## src/include/alu_consts.svh

```systemverilog
// ALU constants for word width, status flags and opcode field layout
`ifndef ALU_CONSTS_SVH
`define ALU_CONSTS_SVH

// Data path width
// Operands, results and the response word
`define ALU_WORD 16

// Half word
// Byte swap and sign extension boundary
`define ALU_BYTE 8

// Status register size
// One bit each for C Z N V
`define ALU_FLAGS 4

// Opcode block field
// Top bits of the opcode pick the compute unit
`define ALU_BLK_W 2

// Opcode function field
// Low bits select the operation inside the unit
`define ALU_FN_W 2

`endif

```

## src/rtl/alu_op_pkg.sv

```systemverilog
// Operation encodings for the ALU opcode, compute units and status flag positions
`default_nettype none
`include "alu_consts.svh"

package alu_op_pkg;

	// Full opcode, block in the top bits and function below
	typedef enum logic [`ALU_BLK_W+`ALU_FN_W-1:0] {
		ADD  = 4'h0,	// a + b
		ADDC = 4'h1,	// a + b + C
		SUB  = 4'h2,	// a - b
		SUBC = 4'h3,	// a + ~b + C
		AND  = 4'h4,
		OR   = 4'h5,
		XOR  = 4'h6,
		BIC  = 4'h7,	// a & ~b
		RRC  = 4'h8,	// Rotate right through carry
		RRA  = 4'h9,	// Arithmetic right shift
		RLC  = 4'ha,	// Rotate left through carry
		SRL  = 4'hb,	// Logical right shift
		SWPB = 4'hc,
		SXT  = 4'hd,
		MOV  = 4'he,	// Passes b
		INV  = 4'hf
	} alu_op_t;

	// Compute unit, same order as the opcode block field
	typedef enum logic [`ALU_BLK_W-1:0] {
		ARITH,
		LOGIC,
		SHIFT,
		STRAY
	} alu_block_t;

	// Per unit functions
	typedef enum logic [`ALU_FN_W-1:0] {ARITH_ADD, ARITH_ADDC, ARITH_SUB, ARITH_SUBC} arith_fn_t;
	typedef enum logic [`ALU_FN_W-1:0] {LOGIC_AND, LOGIC_OR, LOGIC_XOR, LOGIC_BIC} logic_fn_t;
	typedef enum logic [`ALU_FN_W-1:0] {SHIFT_RRC, SHIFT_RRA, SHIFT_RLC, SHIFT_SRL} shift_fn_t;
	typedef enum logic [`ALU_FN_W-1:0] {STRAY_SWPB, STRAY_SXT, STRAY_MOV, STRAY_INV} stray_fn_t;

	// Bit positions in the status vector
	typedef enum logic [$clog2(`ALU_FLAGS)-1:0] {
		C,	// Carry, no borrow on subtract
		Z,	// Zero result
		N,	// Result MSB
		V	// Signed overflow
	} flag_bit_t;

endpackage : alu_op_pkg

`default_nettype wire

```

## src/rtl/alu_bus_pkg.sv

```systemverilog
// Transaction types for the ALU request, response and status flags
`default_nettype none
`include "alu_consts.svh"

package alu_bus_pkg;
	import alu_op_pkg::*;

	// Flag values or write mask
	// Field order puts c at bit 0 to line up with flag_bit_t
	typedef struct packed {
		logic v;	// Signed overflow
		logic n;	// Negative
		logic z;	// Zero
		logic c;	// Carry
	} alu_flags_t;

	// One operation from the requester
	// Held stable while req is high
	typedef struct packed {
		alu_op_t op;
		logic [`ALU_WORD-1:0] a;	// First operand, also shift and stray source
		logic [`ALU_WORD-1:0] b;	// Second operand
	} alu_req_t;

	// Registered answer
	// Flags are the full status after the masked update
	typedef struct packed {
		logic [`ALU_WORD-1:0] res;
		alu_flags_t flags;
	} alu_resp_t;

endpackage : alu_bus_pkg

`default_nettype wire

```

## src/rtl/arith_unit.sv

```systemverilog
// Arithmetic unit with one shared adder for add and subtract, with and without carry
`default_nettype none
`include "alu_consts.svh"

module arith_unit import alu_op_pkg::*; (
	input wire arith_fn_t fn,
	input wire [`ALU_WORD-1:0] a,
	input wire [`ALU_WORD-1:0] b,
	input wire cin,
	output logic [`ALU_WORD-1:0] res,
	output logic cout,	// No borrow on subtract
	output logic ovf	// Signed overflow
);

	logic [`ALU_WORD-1:0] opb;	// Adder second input, b or ~b
	logic carry_in;	// Adder carry in
	logic [`ALU_WORD:0] sum;	// Extra bit holds the carry out

	// Operand and carry steering
	always_comb begin
		opb = b;
		carry_in = 1'b0;
		case (fn)
			ARITH_ADD: begin
				opb = b;
				carry_in = 1'b0;
			end
			ARITH_ADDC: begin
				opb = b;
				carry_in = cin;	// Carry from status register
			end
			ARITH_SUB: begin
				opb = ~b;	// Two's complement negate
				carry_in = 1'b1;
			end
			ARITH_SUBC: begin
				opb = ~b;
				carry_in = cin;	// Borrow when C is clear
			end
			default: begin
				opb = b;
				carry_in = 1'b0;
			end
		endcase
	end

	// Single adder for all four functions
	assign sum = {1'b0, a} + {1'b0, opb} + {{`ALU_WORD{1'b0}}, carry_in};
	assign res = sum[`ALU_WORD-1:0];
	assign cout = sum[`ALU_WORD];

	// Like signed inputs giving an unlike signed result
	assign ovf = (a[`ALU_WORD-1] == opb[`ALU_WORD-1]) &&
		(res[`ALU_WORD-1] != a[`ALU_WORD-1]);

endmodule : arith_unit

`default_nettype wire

```

## src/rtl/logic_unit.sv

```systemverilog
// Logic unit computing bitwise AND, OR, XOR and bit clear of two words
`default_nettype none
`include "alu_consts.svh"

module logic_unit import alu_op_pkg::*; (
	input wire logic_fn_t fn,
	input wire [`ALU_WORD-1:0] a,
	input wire [`ALU_WORD-1:0] b,
	output logic [`ALU_WORD-1:0] res
);

	// No carry or overflow out of this unit
	always_comb begin
		case (fn)
			LOGIC_AND: begin
				res = a & b;
			end
			LOGIC_OR: begin
				res = a | b;
			end
			LOGIC_XOR: begin
				res = a ^ b;
			end
			LOGIC_BIC: begin
				res = a & ~b;	// Clear bits of a set in b
			end
			default: begin
				res = a & b;
			end
		endcase
	end

endmodule : logic_unit

`default_nettype wire

```

## src/rtl/shifter_unit.sv

```systemverilog
// Shifter unit doing single bit rotates and shifts through carry
`default_nettype none
`include "alu_consts.svh"

module shifter_unit import alu_op_pkg::*; (
	input wire shift_fn_t fn,
	input wire [`ALU_WORD-1:0] a,	// Source word
	input wire cin,	// Carry from status register
	output logic [`ALU_WORD-1:0] res,
	output logic cout	// Bit shifted out
);

	// One bit per operation
	always_comb begin
		case (fn)
			SHIFT_RRC: begin
				res = {cin, a[`ALU_WORD-1:1]};	// Carry enters at the MSB
				cout = a[0];
			end
			SHIFT_RRA: begin
				res = {a[`ALU_WORD-1], a[`ALU_WORD-1:1]};	// Sign kept
				cout = a[0];
			end
			SHIFT_RLC: begin
				res = {a[`ALU_WORD-2:0], cin};	// Carry enters at the LSB
				cout = a[`ALU_WORD-1];
			end
			SHIFT_SRL: begin
				res = {1'b0, a[`ALU_WORD-1:1]};
				cout = a[0];
			end
			default: begin
				res = a;
				cout = cin;
			end
		endcase
	end

	// Right shifts lose bit 0
	// RLC is the only one pushing out the MSB

endmodule : shifter_unit

`default_nettype wire

```

## src/rtl/stray_op_unit.sv

```systemverilog
// Stray operations unit for byte swap, sign extension, move and invert
`default_nettype none
`include "alu_consts.svh"

module stray_op_unit import alu_op_pkg::*; (
	input wire stray_fn_t fn,
	input wire [`ALU_WORD-1:0] a,
	input wire [`ALU_WORD-1:0] b,	// Only read by MOV
	output logic [`ALU_WORD-1:0] res
);

	always_comb begin
		case (fn)
			STRAY_SWPB: begin
				// High and low bytes exchanged
				res = {a[`ALU_BYTE-1:0], a[`ALU_WORD-1:`ALU_BYTE]};
			end
			STRAY_SXT: begin
				// Low byte sign copied upward
				res = {{(`ALU_WORD-`ALU_BYTE){a[`ALU_BYTE-1]}}, a[`ALU_BYTE-1:0]};
			end
			STRAY_MOV: begin
				res = b;	// Plain copy
			end
			STRAY_INV: begin
				res = ~a;	// Ones complement
			end
			default: begin
				res = b;
			end
		endcase
	end

	// Flags from this block come only from the result

endmodule : stray_op_unit

`default_nettype wire

```

## src/rtl/alu.sv

```systemverilog
// ALU selecting one of four compute units by opcode block and building flags and write mask
`default_nettype none
`include "alu_consts.svh"

module alu import alu_op_pkg::*, alu_bus_pkg::*; (
	input wire alu_op_t op,
	input wire [`ALU_WORD-1:0] a,
	input wire [`ALU_WORD-1:0] b,
	input wire cin,
	output logic [`ALU_WORD-1:0] res,
	output alu_flags_t flags,	// New flag values
	output alu_flags_t flag_we	// Flags this op may write
);

	alu_block_t blk;	// Opcode top bits
	logic [`ALU_FN_W-1:0] fn;	// Opcode low bits
	logic [`ALU_WORD-1:0] arith_res;
	logic [`ALU_WORD-1:0] logic_res;
	logic [`ALU_WORD-1:0] shift_res;
	logic [`ALU_WORD-1:0] stray_res;
	logic arith_cout;
	logic arith_ovf;
	logic shift_cout;
	logic [`ALU_FLAGS-1:0] fl;	// Indexed by flag_bit_t
	logic [`ALU_FLAGS-1:0] we;

	assign blk = alu_block_t'(op[`ALU_FN_W +: `ALU_BLK_W]);
	assign fn = op[`ALU_FN_W-1:0];

	// Units all see the same operands, function cast per unit
	arith_unit u_arith (.fn(arith_fn_t'(fn)), .a(a), .b(b), .cin(cin),
		.res(arith_res), .cout(arith_cout), .ovf(arith_ovf));
	logic_unit u_logic (.fn(logic_fn_t'(fn)), .a(a), .b(b), .res(logic_res));
	shifter_unit u_shift (.fn(shift_fn_t'(fn)), .a(a), .cin(cin),
		.res(shift_res), .cout(shift_cout));
	stray_op_unit u_stray (.fn(stray_fn_t'(fn)), .a(a), .b(b), .res(stray_res));

	// Result select and flag logic
	always_comb begin
		case (blk)
			ARITH: res = arith_res;
			LOGIC: res = logic_res;
			SHIFT: res = shift_res;
			default: res = stray_res;
		endcase

		fl[Z] = ~|res;	// Zero
		fl[N] = res[`ALU_WORD-1];	// Sign
		fl[C] = (blk == SHIFT) ? shift_cout : arith_cout;
		fl[V] = arith_ovf;

		// Z and N always written
		we[Z] = 1'b1;
		we[N] = 1'b1;
		we[C] = (blk == ARITH) || (blk == SHIFT);
		we[V] = (blk == ARITH);	// Overflow only means something here
	end

	assign flags = alu_flags_t'(fl);
	assign flag_we = alu_flags_t'(we);

endmodule : alu

`default_nettype wire

```

## src/rtl/alu_exec.sv

```systemverilog
// ALU execution block with req/ack handshake, status register and registered response
`default_nettype none
`include "alu_consts.svh"

module alu_exec import alu_bus_pkg::*; (
	input wire clk,
	input wire reset,
	input wire req,	// Four phase request
	output logic ack,
	input wire alu_req_t req_data,	// Stable while req is high
	output alu_resp_t resp
);

	// Handshake state
	typedef enum logic {
		IDLE,	// Waiting for req
		HOLD	// Ack up until req drops
	} state_t;

	state_t state;
	alu_flags_t status;	// Status register
	alu_flags_t alu_flags;	// Raw flags from the ALU
	alu_flags_t flag_we;	// Write mask from the ALU
	alu_flags_t status_next;	// Status after masked merge
	logic [`ALU_WORD-1:0] alu_res;

	// Combinational core, carry fed back from status
	alu alu_core (
		.op(req_data.op),
		.a(req_data.a),
		.b(req_data.b),
		.cin(status.c),
		.res(alu_res),
		.flags(alu_flags),
		.flag_we(flag_we)
	);

	// Unwritten flags keep their old value
	assign status_next = alu_flags_t'((status & ~flag_we) | (alu_flags & flag_we));

	assign ack = (state == HOLD);	// High one clock after accept

	always_ff @(posedge clk) begin
		if (reset) begin
			state <= IDLE;
			status <= '0;	// First carry in is 0
			resp <= '0;
		end else begin
			case (state)
				IDLE: begin
					if (req) begin
						// Accept, one item in flight
						status <= status_next;
						resp.res <= alu_res;
						resp.flags <= status_next;
						state <= HOLD;
					end
				end
				HOLD: begin
					// Back-pressure holds ack and resp
					if (!req) begin
						state <= IDLE;
					end
				end
				default: begin
					state <= IDLE;
				end
			endcase
		end
	end

endmodule : alu_exec

`default_nettype wire

```

## config.mk

```make
export PLATFORM = sky130hd
export DESIGN_NAME = alu_exec
export DESIGN_NICKNAME = d
export VERILOG_FILES = /design/src/rtl/alu_op_pkg.sv /design/src/rtl/alu_bus_pkg.sv /design/src/rtl/arith_unit.sv /design/src/rtl/logic_unit.sv /design/src/rtl/shifter_unit.sv /design/src/rtl/stray_op_unit.sv /design/src/rtl/alu.sv /design/src/rtl/alu_exec.sv
export VERILOG_INCLUDE_DIRS = /design/src /design/src/include
export SDC_FILE = /design/constraint.sdc
export NUM_CORES = 1
export LEC_CHECK = 0
export BUFFER_PORTS_ARGS = -buffer_cell sky130_fd_sc_hd__buf_2
export CAP_MARGIN = 20
export CORE_MARGIN = 2
export CORE_UTILIZATION = 60
export DETAILED_ROUTE_END_ITERATION = 10
export PLACE_DENSITY = 0.88
export SLEW_MARGIN = 20
export SYNTH_ARGS = -nofsm -noshare
export SYNTH_HDL_FRONTEND = slang
export SYNTH_SLANG_ARGS = --single-unit
```

## constraint.sdc

```tcl
create_clock -name clk -period 13.7 [get_ports clk]
set_input_delay 0.685 -clock clk [delete_from_list [all_inputs] [get_ports clk]]
set_output_delay 0.685 -clock clk [all_outputs]
set_load 0.005 [all_outputs]
```

==> impl_metrics.json <==
{
  "grt_pass1_wl_um": 19100,
  "yosysSeqAreaShare_pct": 11.0,
  "cp.required_ns": 13.88,
  "crit_type": "input port to flop",
  "cts_tree": "built",
  "synth_top_area_share_pct": 12.0,
  "irDropWorstVdd_mv": 0.0727,
  "switchingPower_uw": 137,
  "htreeDepth": 1,
  "endpoint_kind": "flop",
  "fp.coreArea_mm2": 0.00589,
  "instances_no_fill": 610,
  "fin_crit_sh_pct": 35.4,
  "clock.fmax_mhz": 206,
  "syn_area_per_cell_um2": 7.19,
  "clock_power_share_pct": 19.7,
  "cts_setup_buffers": 0,
  "antenna_cells": 0,
  "path_clk_slew_ns": 0.08,
  "start_util_pct": 61.8,
  "finClkSkew_ns": 0.00539,
  "dpl.hpwl_um": 9470,
  "ant_nets": 0,
  "grt_max_degree": 37,
  "n_fill_cell": 536,
  "fin_crit_ns": 4.85,
  "die-area_mm2": 0.00670,
  "grt_pass1_vias": 3627,
  "track_usage_pct": 37.7,
  "wl_per_cell_um": 20.4,
  "intPower_uw": 174,
  "synth_cells": 506,
  "setup_viol": 0,
  "numPortBuffers": 59,
  "tns_ns": 0,
  "yosysWarnings": 0,
  "place_congestion": 1.05,
  "hold_viol_final": 0,
  "drive_gt1_share_pct": 16.4,
  "synth_seq_cells": 20,
  "fin_nets": 612,
  "critPathLaunchType": "input port",
  "placed_cells": 606,
  "grt_antenna_before_repair": 0,
  "drt_iter0_drc": 469,
  "clk_path_buf_depth": 2,
  "status": "finished clean",
  "syn_area_mm2": 0.00364,
  "die_w_um": 81.9,
  "numCtsBuffers": 3,
  "fp-row-count": 28,
  "cts_root_buffer": "clkbuf_8",
  "drv_slew": 0,
  "synth-edff-count": 0,
  "area_growth_pct": 8.53,
  "hp-class": "flop to flop",
  "leakagePower_uw": 0.00180,
  "yosys.area.top_type": "ha_1",
  "rsz0062_at_grt": "false",
  "cp.arrival_ns": 5.03,
  "max_cap_viol_count": 0,
  "synthesis.nets": 582,
  "ff_latch_area_um2": 400,
  "ios": 60,
  "synth_area_leaders": "ha_1, dfxtp_1, a21oi_1",
  "comb_power_share_pct": 59.3,
  "p_per_area_mw_per_mm2": 78.8,
  "multi_input_area_mm2": 0.00289,
  "clkLatencyLatePin_ns": 0.27,
  "avgViaCountPerCell": 6.76,
  "postCtsHoldBufs": 0,
  "drc": 0,
  "grt_overflow_total": 0,
  "power_frac_seq_pct": 21.0,
  "via_count": 4125,
  "p_sw_share_pct": 44.2,
  "synth_async_sr_flop_share_pct": 0,
  "crit_fanout": 36,
  "worstMarginPinSlew_ns": 1.09,
  "maxSlewHeadroom_pct": 27.4,
  "synth_ff_type": "dfxtp_1",
  "die_h_um": 81.9,
  "drt-total-wl_um": 12500,
  "synth.distinct_cells": 69,
  "first_pass_iters": 8,
  "cts_sinks": 20,
  "cts_resized": 0
}
[state kept, by name, summed over array words and instances, names as in the netlist, named ones only]
| name | count |
|---|---|
| resp | 16 |
| ack | 1 |
| status | 1 |
[power by group through the flow]
| stage | sequential, uW | clock [uW] | combinational, uW |
|---|---|---|---|
| 6_report | 65.3 | 61.4 | 184 |
| 5_1_grt | 65.8 | 63.9 | 201 |
| 4_1_cts | 65.3 | 61.1 | 179 |
| 3_5_place_dp | 66.6 | 0 | 178 |
| 3_3_place_gp | 66.3 | 0 | 175 |
| 2_1_floorplan | 66.6 | 0 | 128 |
[layout by cell type, fill, tap and decap left out, types with 3 or more instances in the layout]
| cell type | netlist | routed |
|---|---|---|
| xor2_1 | 16 | 16 |
| mux2_2 | 6 | 6 |
| nor2_1 | 37 | 36 |
| buf_4 | 3 | 4 |
| a2bb2oi_1 | 4 | 4 |
| nor3_1 | 11 | 11 |
| a31oi_1 | 5 | 5 |
| mux2i_1 | 6 | 6 |
| a221o_1 | 8 | 8 |
| a211oi_1 | 21 | 21 |
| o221ai_1 | 3 | 3 |
| o211ai_1 | 6 | 6 |
| a21o_1 | 7 | 7 |
| a22oi_1 | 9 | 9 |
| clkbuf_8 | 0 | 3 |
| nor2b_1 | 11 | 11 |
| nand3_1 | 5 | 5 |
| inv_1 | 46 | 46 |
| nand2b_1 | 8 | 8 |
| o21ai_0 | 33 | 33 |
| xnor2_1 | 20 | 20 |
| or3_1 | 5 | 5 |
| a221oi_1 | 8 | 8 |
| buf_2 | 5 | 59 |
| ha_1 | 35 | 35 |
| nand2_1 | 25 | 25 |
| nand4_1 | 4 | 4 |
| a211o_1 | 3 | 3 |
| dfxtp_1 | 20 | 20 |
| a21oi_1 | 58 | 58 |
[worst paths after layout]
kind | startpoint | depth (start not counted) | slack, ns | to
setup / recovery | req_data[32] | 17 | 8.85 | status[1]$_SDFFE_PP0P_
hold / removal | resp[10]$_SDFFE_PP0P_ | 2 | 0.46 | resp[10]$_SDFFE_PP0P_
setup reg to reg | flop | 13 | 10.17 | status[1]$_SDFFE_PP0P_
hold reg to reg | resp[10]$_SDFFE_PP0P_ | 2 | 0.46 | resp[10]$_SDFFE_PP0P_
[kinds of logic after synthesis]
logic type	synth area share, %
buffers and inverters	9.77
DFF	11.0
xor gates and xnor gates	8.67
AOI/OAI and AO/OA	37.3
adders and majority gates	13.1
and+or+nand+nor	16.6
muxes	3.51
[routing by layer]
layer	global-route usage, %	up-vias	wire [um]	part of all wire (%)
li1	-	1925	-	-
met5	0	-	0	0
met3	5.93	35	1260	10
met4	12.8	0	454	3.6
met1	53.2	1900	5310	43
met2	58.0	265	5440	44
[Yosys cell counts, types with 3 or more instances]
master      n
buf_4       3
o21ai_0    33
mux2_2      6
ha_1       35
or3_1       5
a31oi_1     5
nand2_1    25
xnor2_1    20
inv_1      46
a22oi_1     9
nand4_1     4
buf_6       3
o211ai_1    6
a211o_1     3
clkbuf_1   25
a221o_1     8
xor2_1     16
buf_2       5
a211oi_1   21
o221ai_1    3
nor2b_1    11
a2bb2oi_1   4
dfxtp_1    20
nand3_1     5
nor2_1     37
a221oi_1    8
a21o_1      7
mux2i_1     6
a21oi_1    58
nor3_1     11
nand2b_1    8
[per-stage QoR]
step | utilization (%) | area, um2 | total power [uW] | setup WS [ns] | hold WS, ns
2_1_floorplan | - | 3640 | 194 | 8.86 | 0.453
3_3_place_gp | 65.9 | 3880 | 241 | 8.72 | 0.444
3_5_place_dp | 65.9 | 3880 | 245 | 8.58 | 0.448
4_1_cts | 67.1 | 3950 | 306 | 8.86 | 0.459
5_1_grt | 67.1 | 3950 | 331 | 8.52 | 0.487
6_report | 67.1 | 3950 | 311 | 8.85 | 0.459
[area by class of cell]
type	count	share of cell area (%)
repair buffers	63	8.24
clock inverters	1	0.760
flip-flops and latches	20	10.1
inverters	46	4.37
well taps	75	2.38
clock buffers	3	1.05
multi-input cells	402	73.1
[worst max-delay path, cell delays in order]
cell      delay, ns
buf_2          0.12
inv_1          0.07
ha_1           0.19
buf_4          0.25
nor2_2         0.88
xnor2_1        0.22
fa_1           0.23
inv_1          0.06
fa_1           0.42
nand2b_1       0.20
a211oi_1       0.41
o21bai_1       0.11
a31o_2         0.26
o2111a_1       0.28
xnor2_1        0.13
a21o_1         0.21
o41ai_2        0.29
No activity file was read; power rests on OpenSTA's default activity.
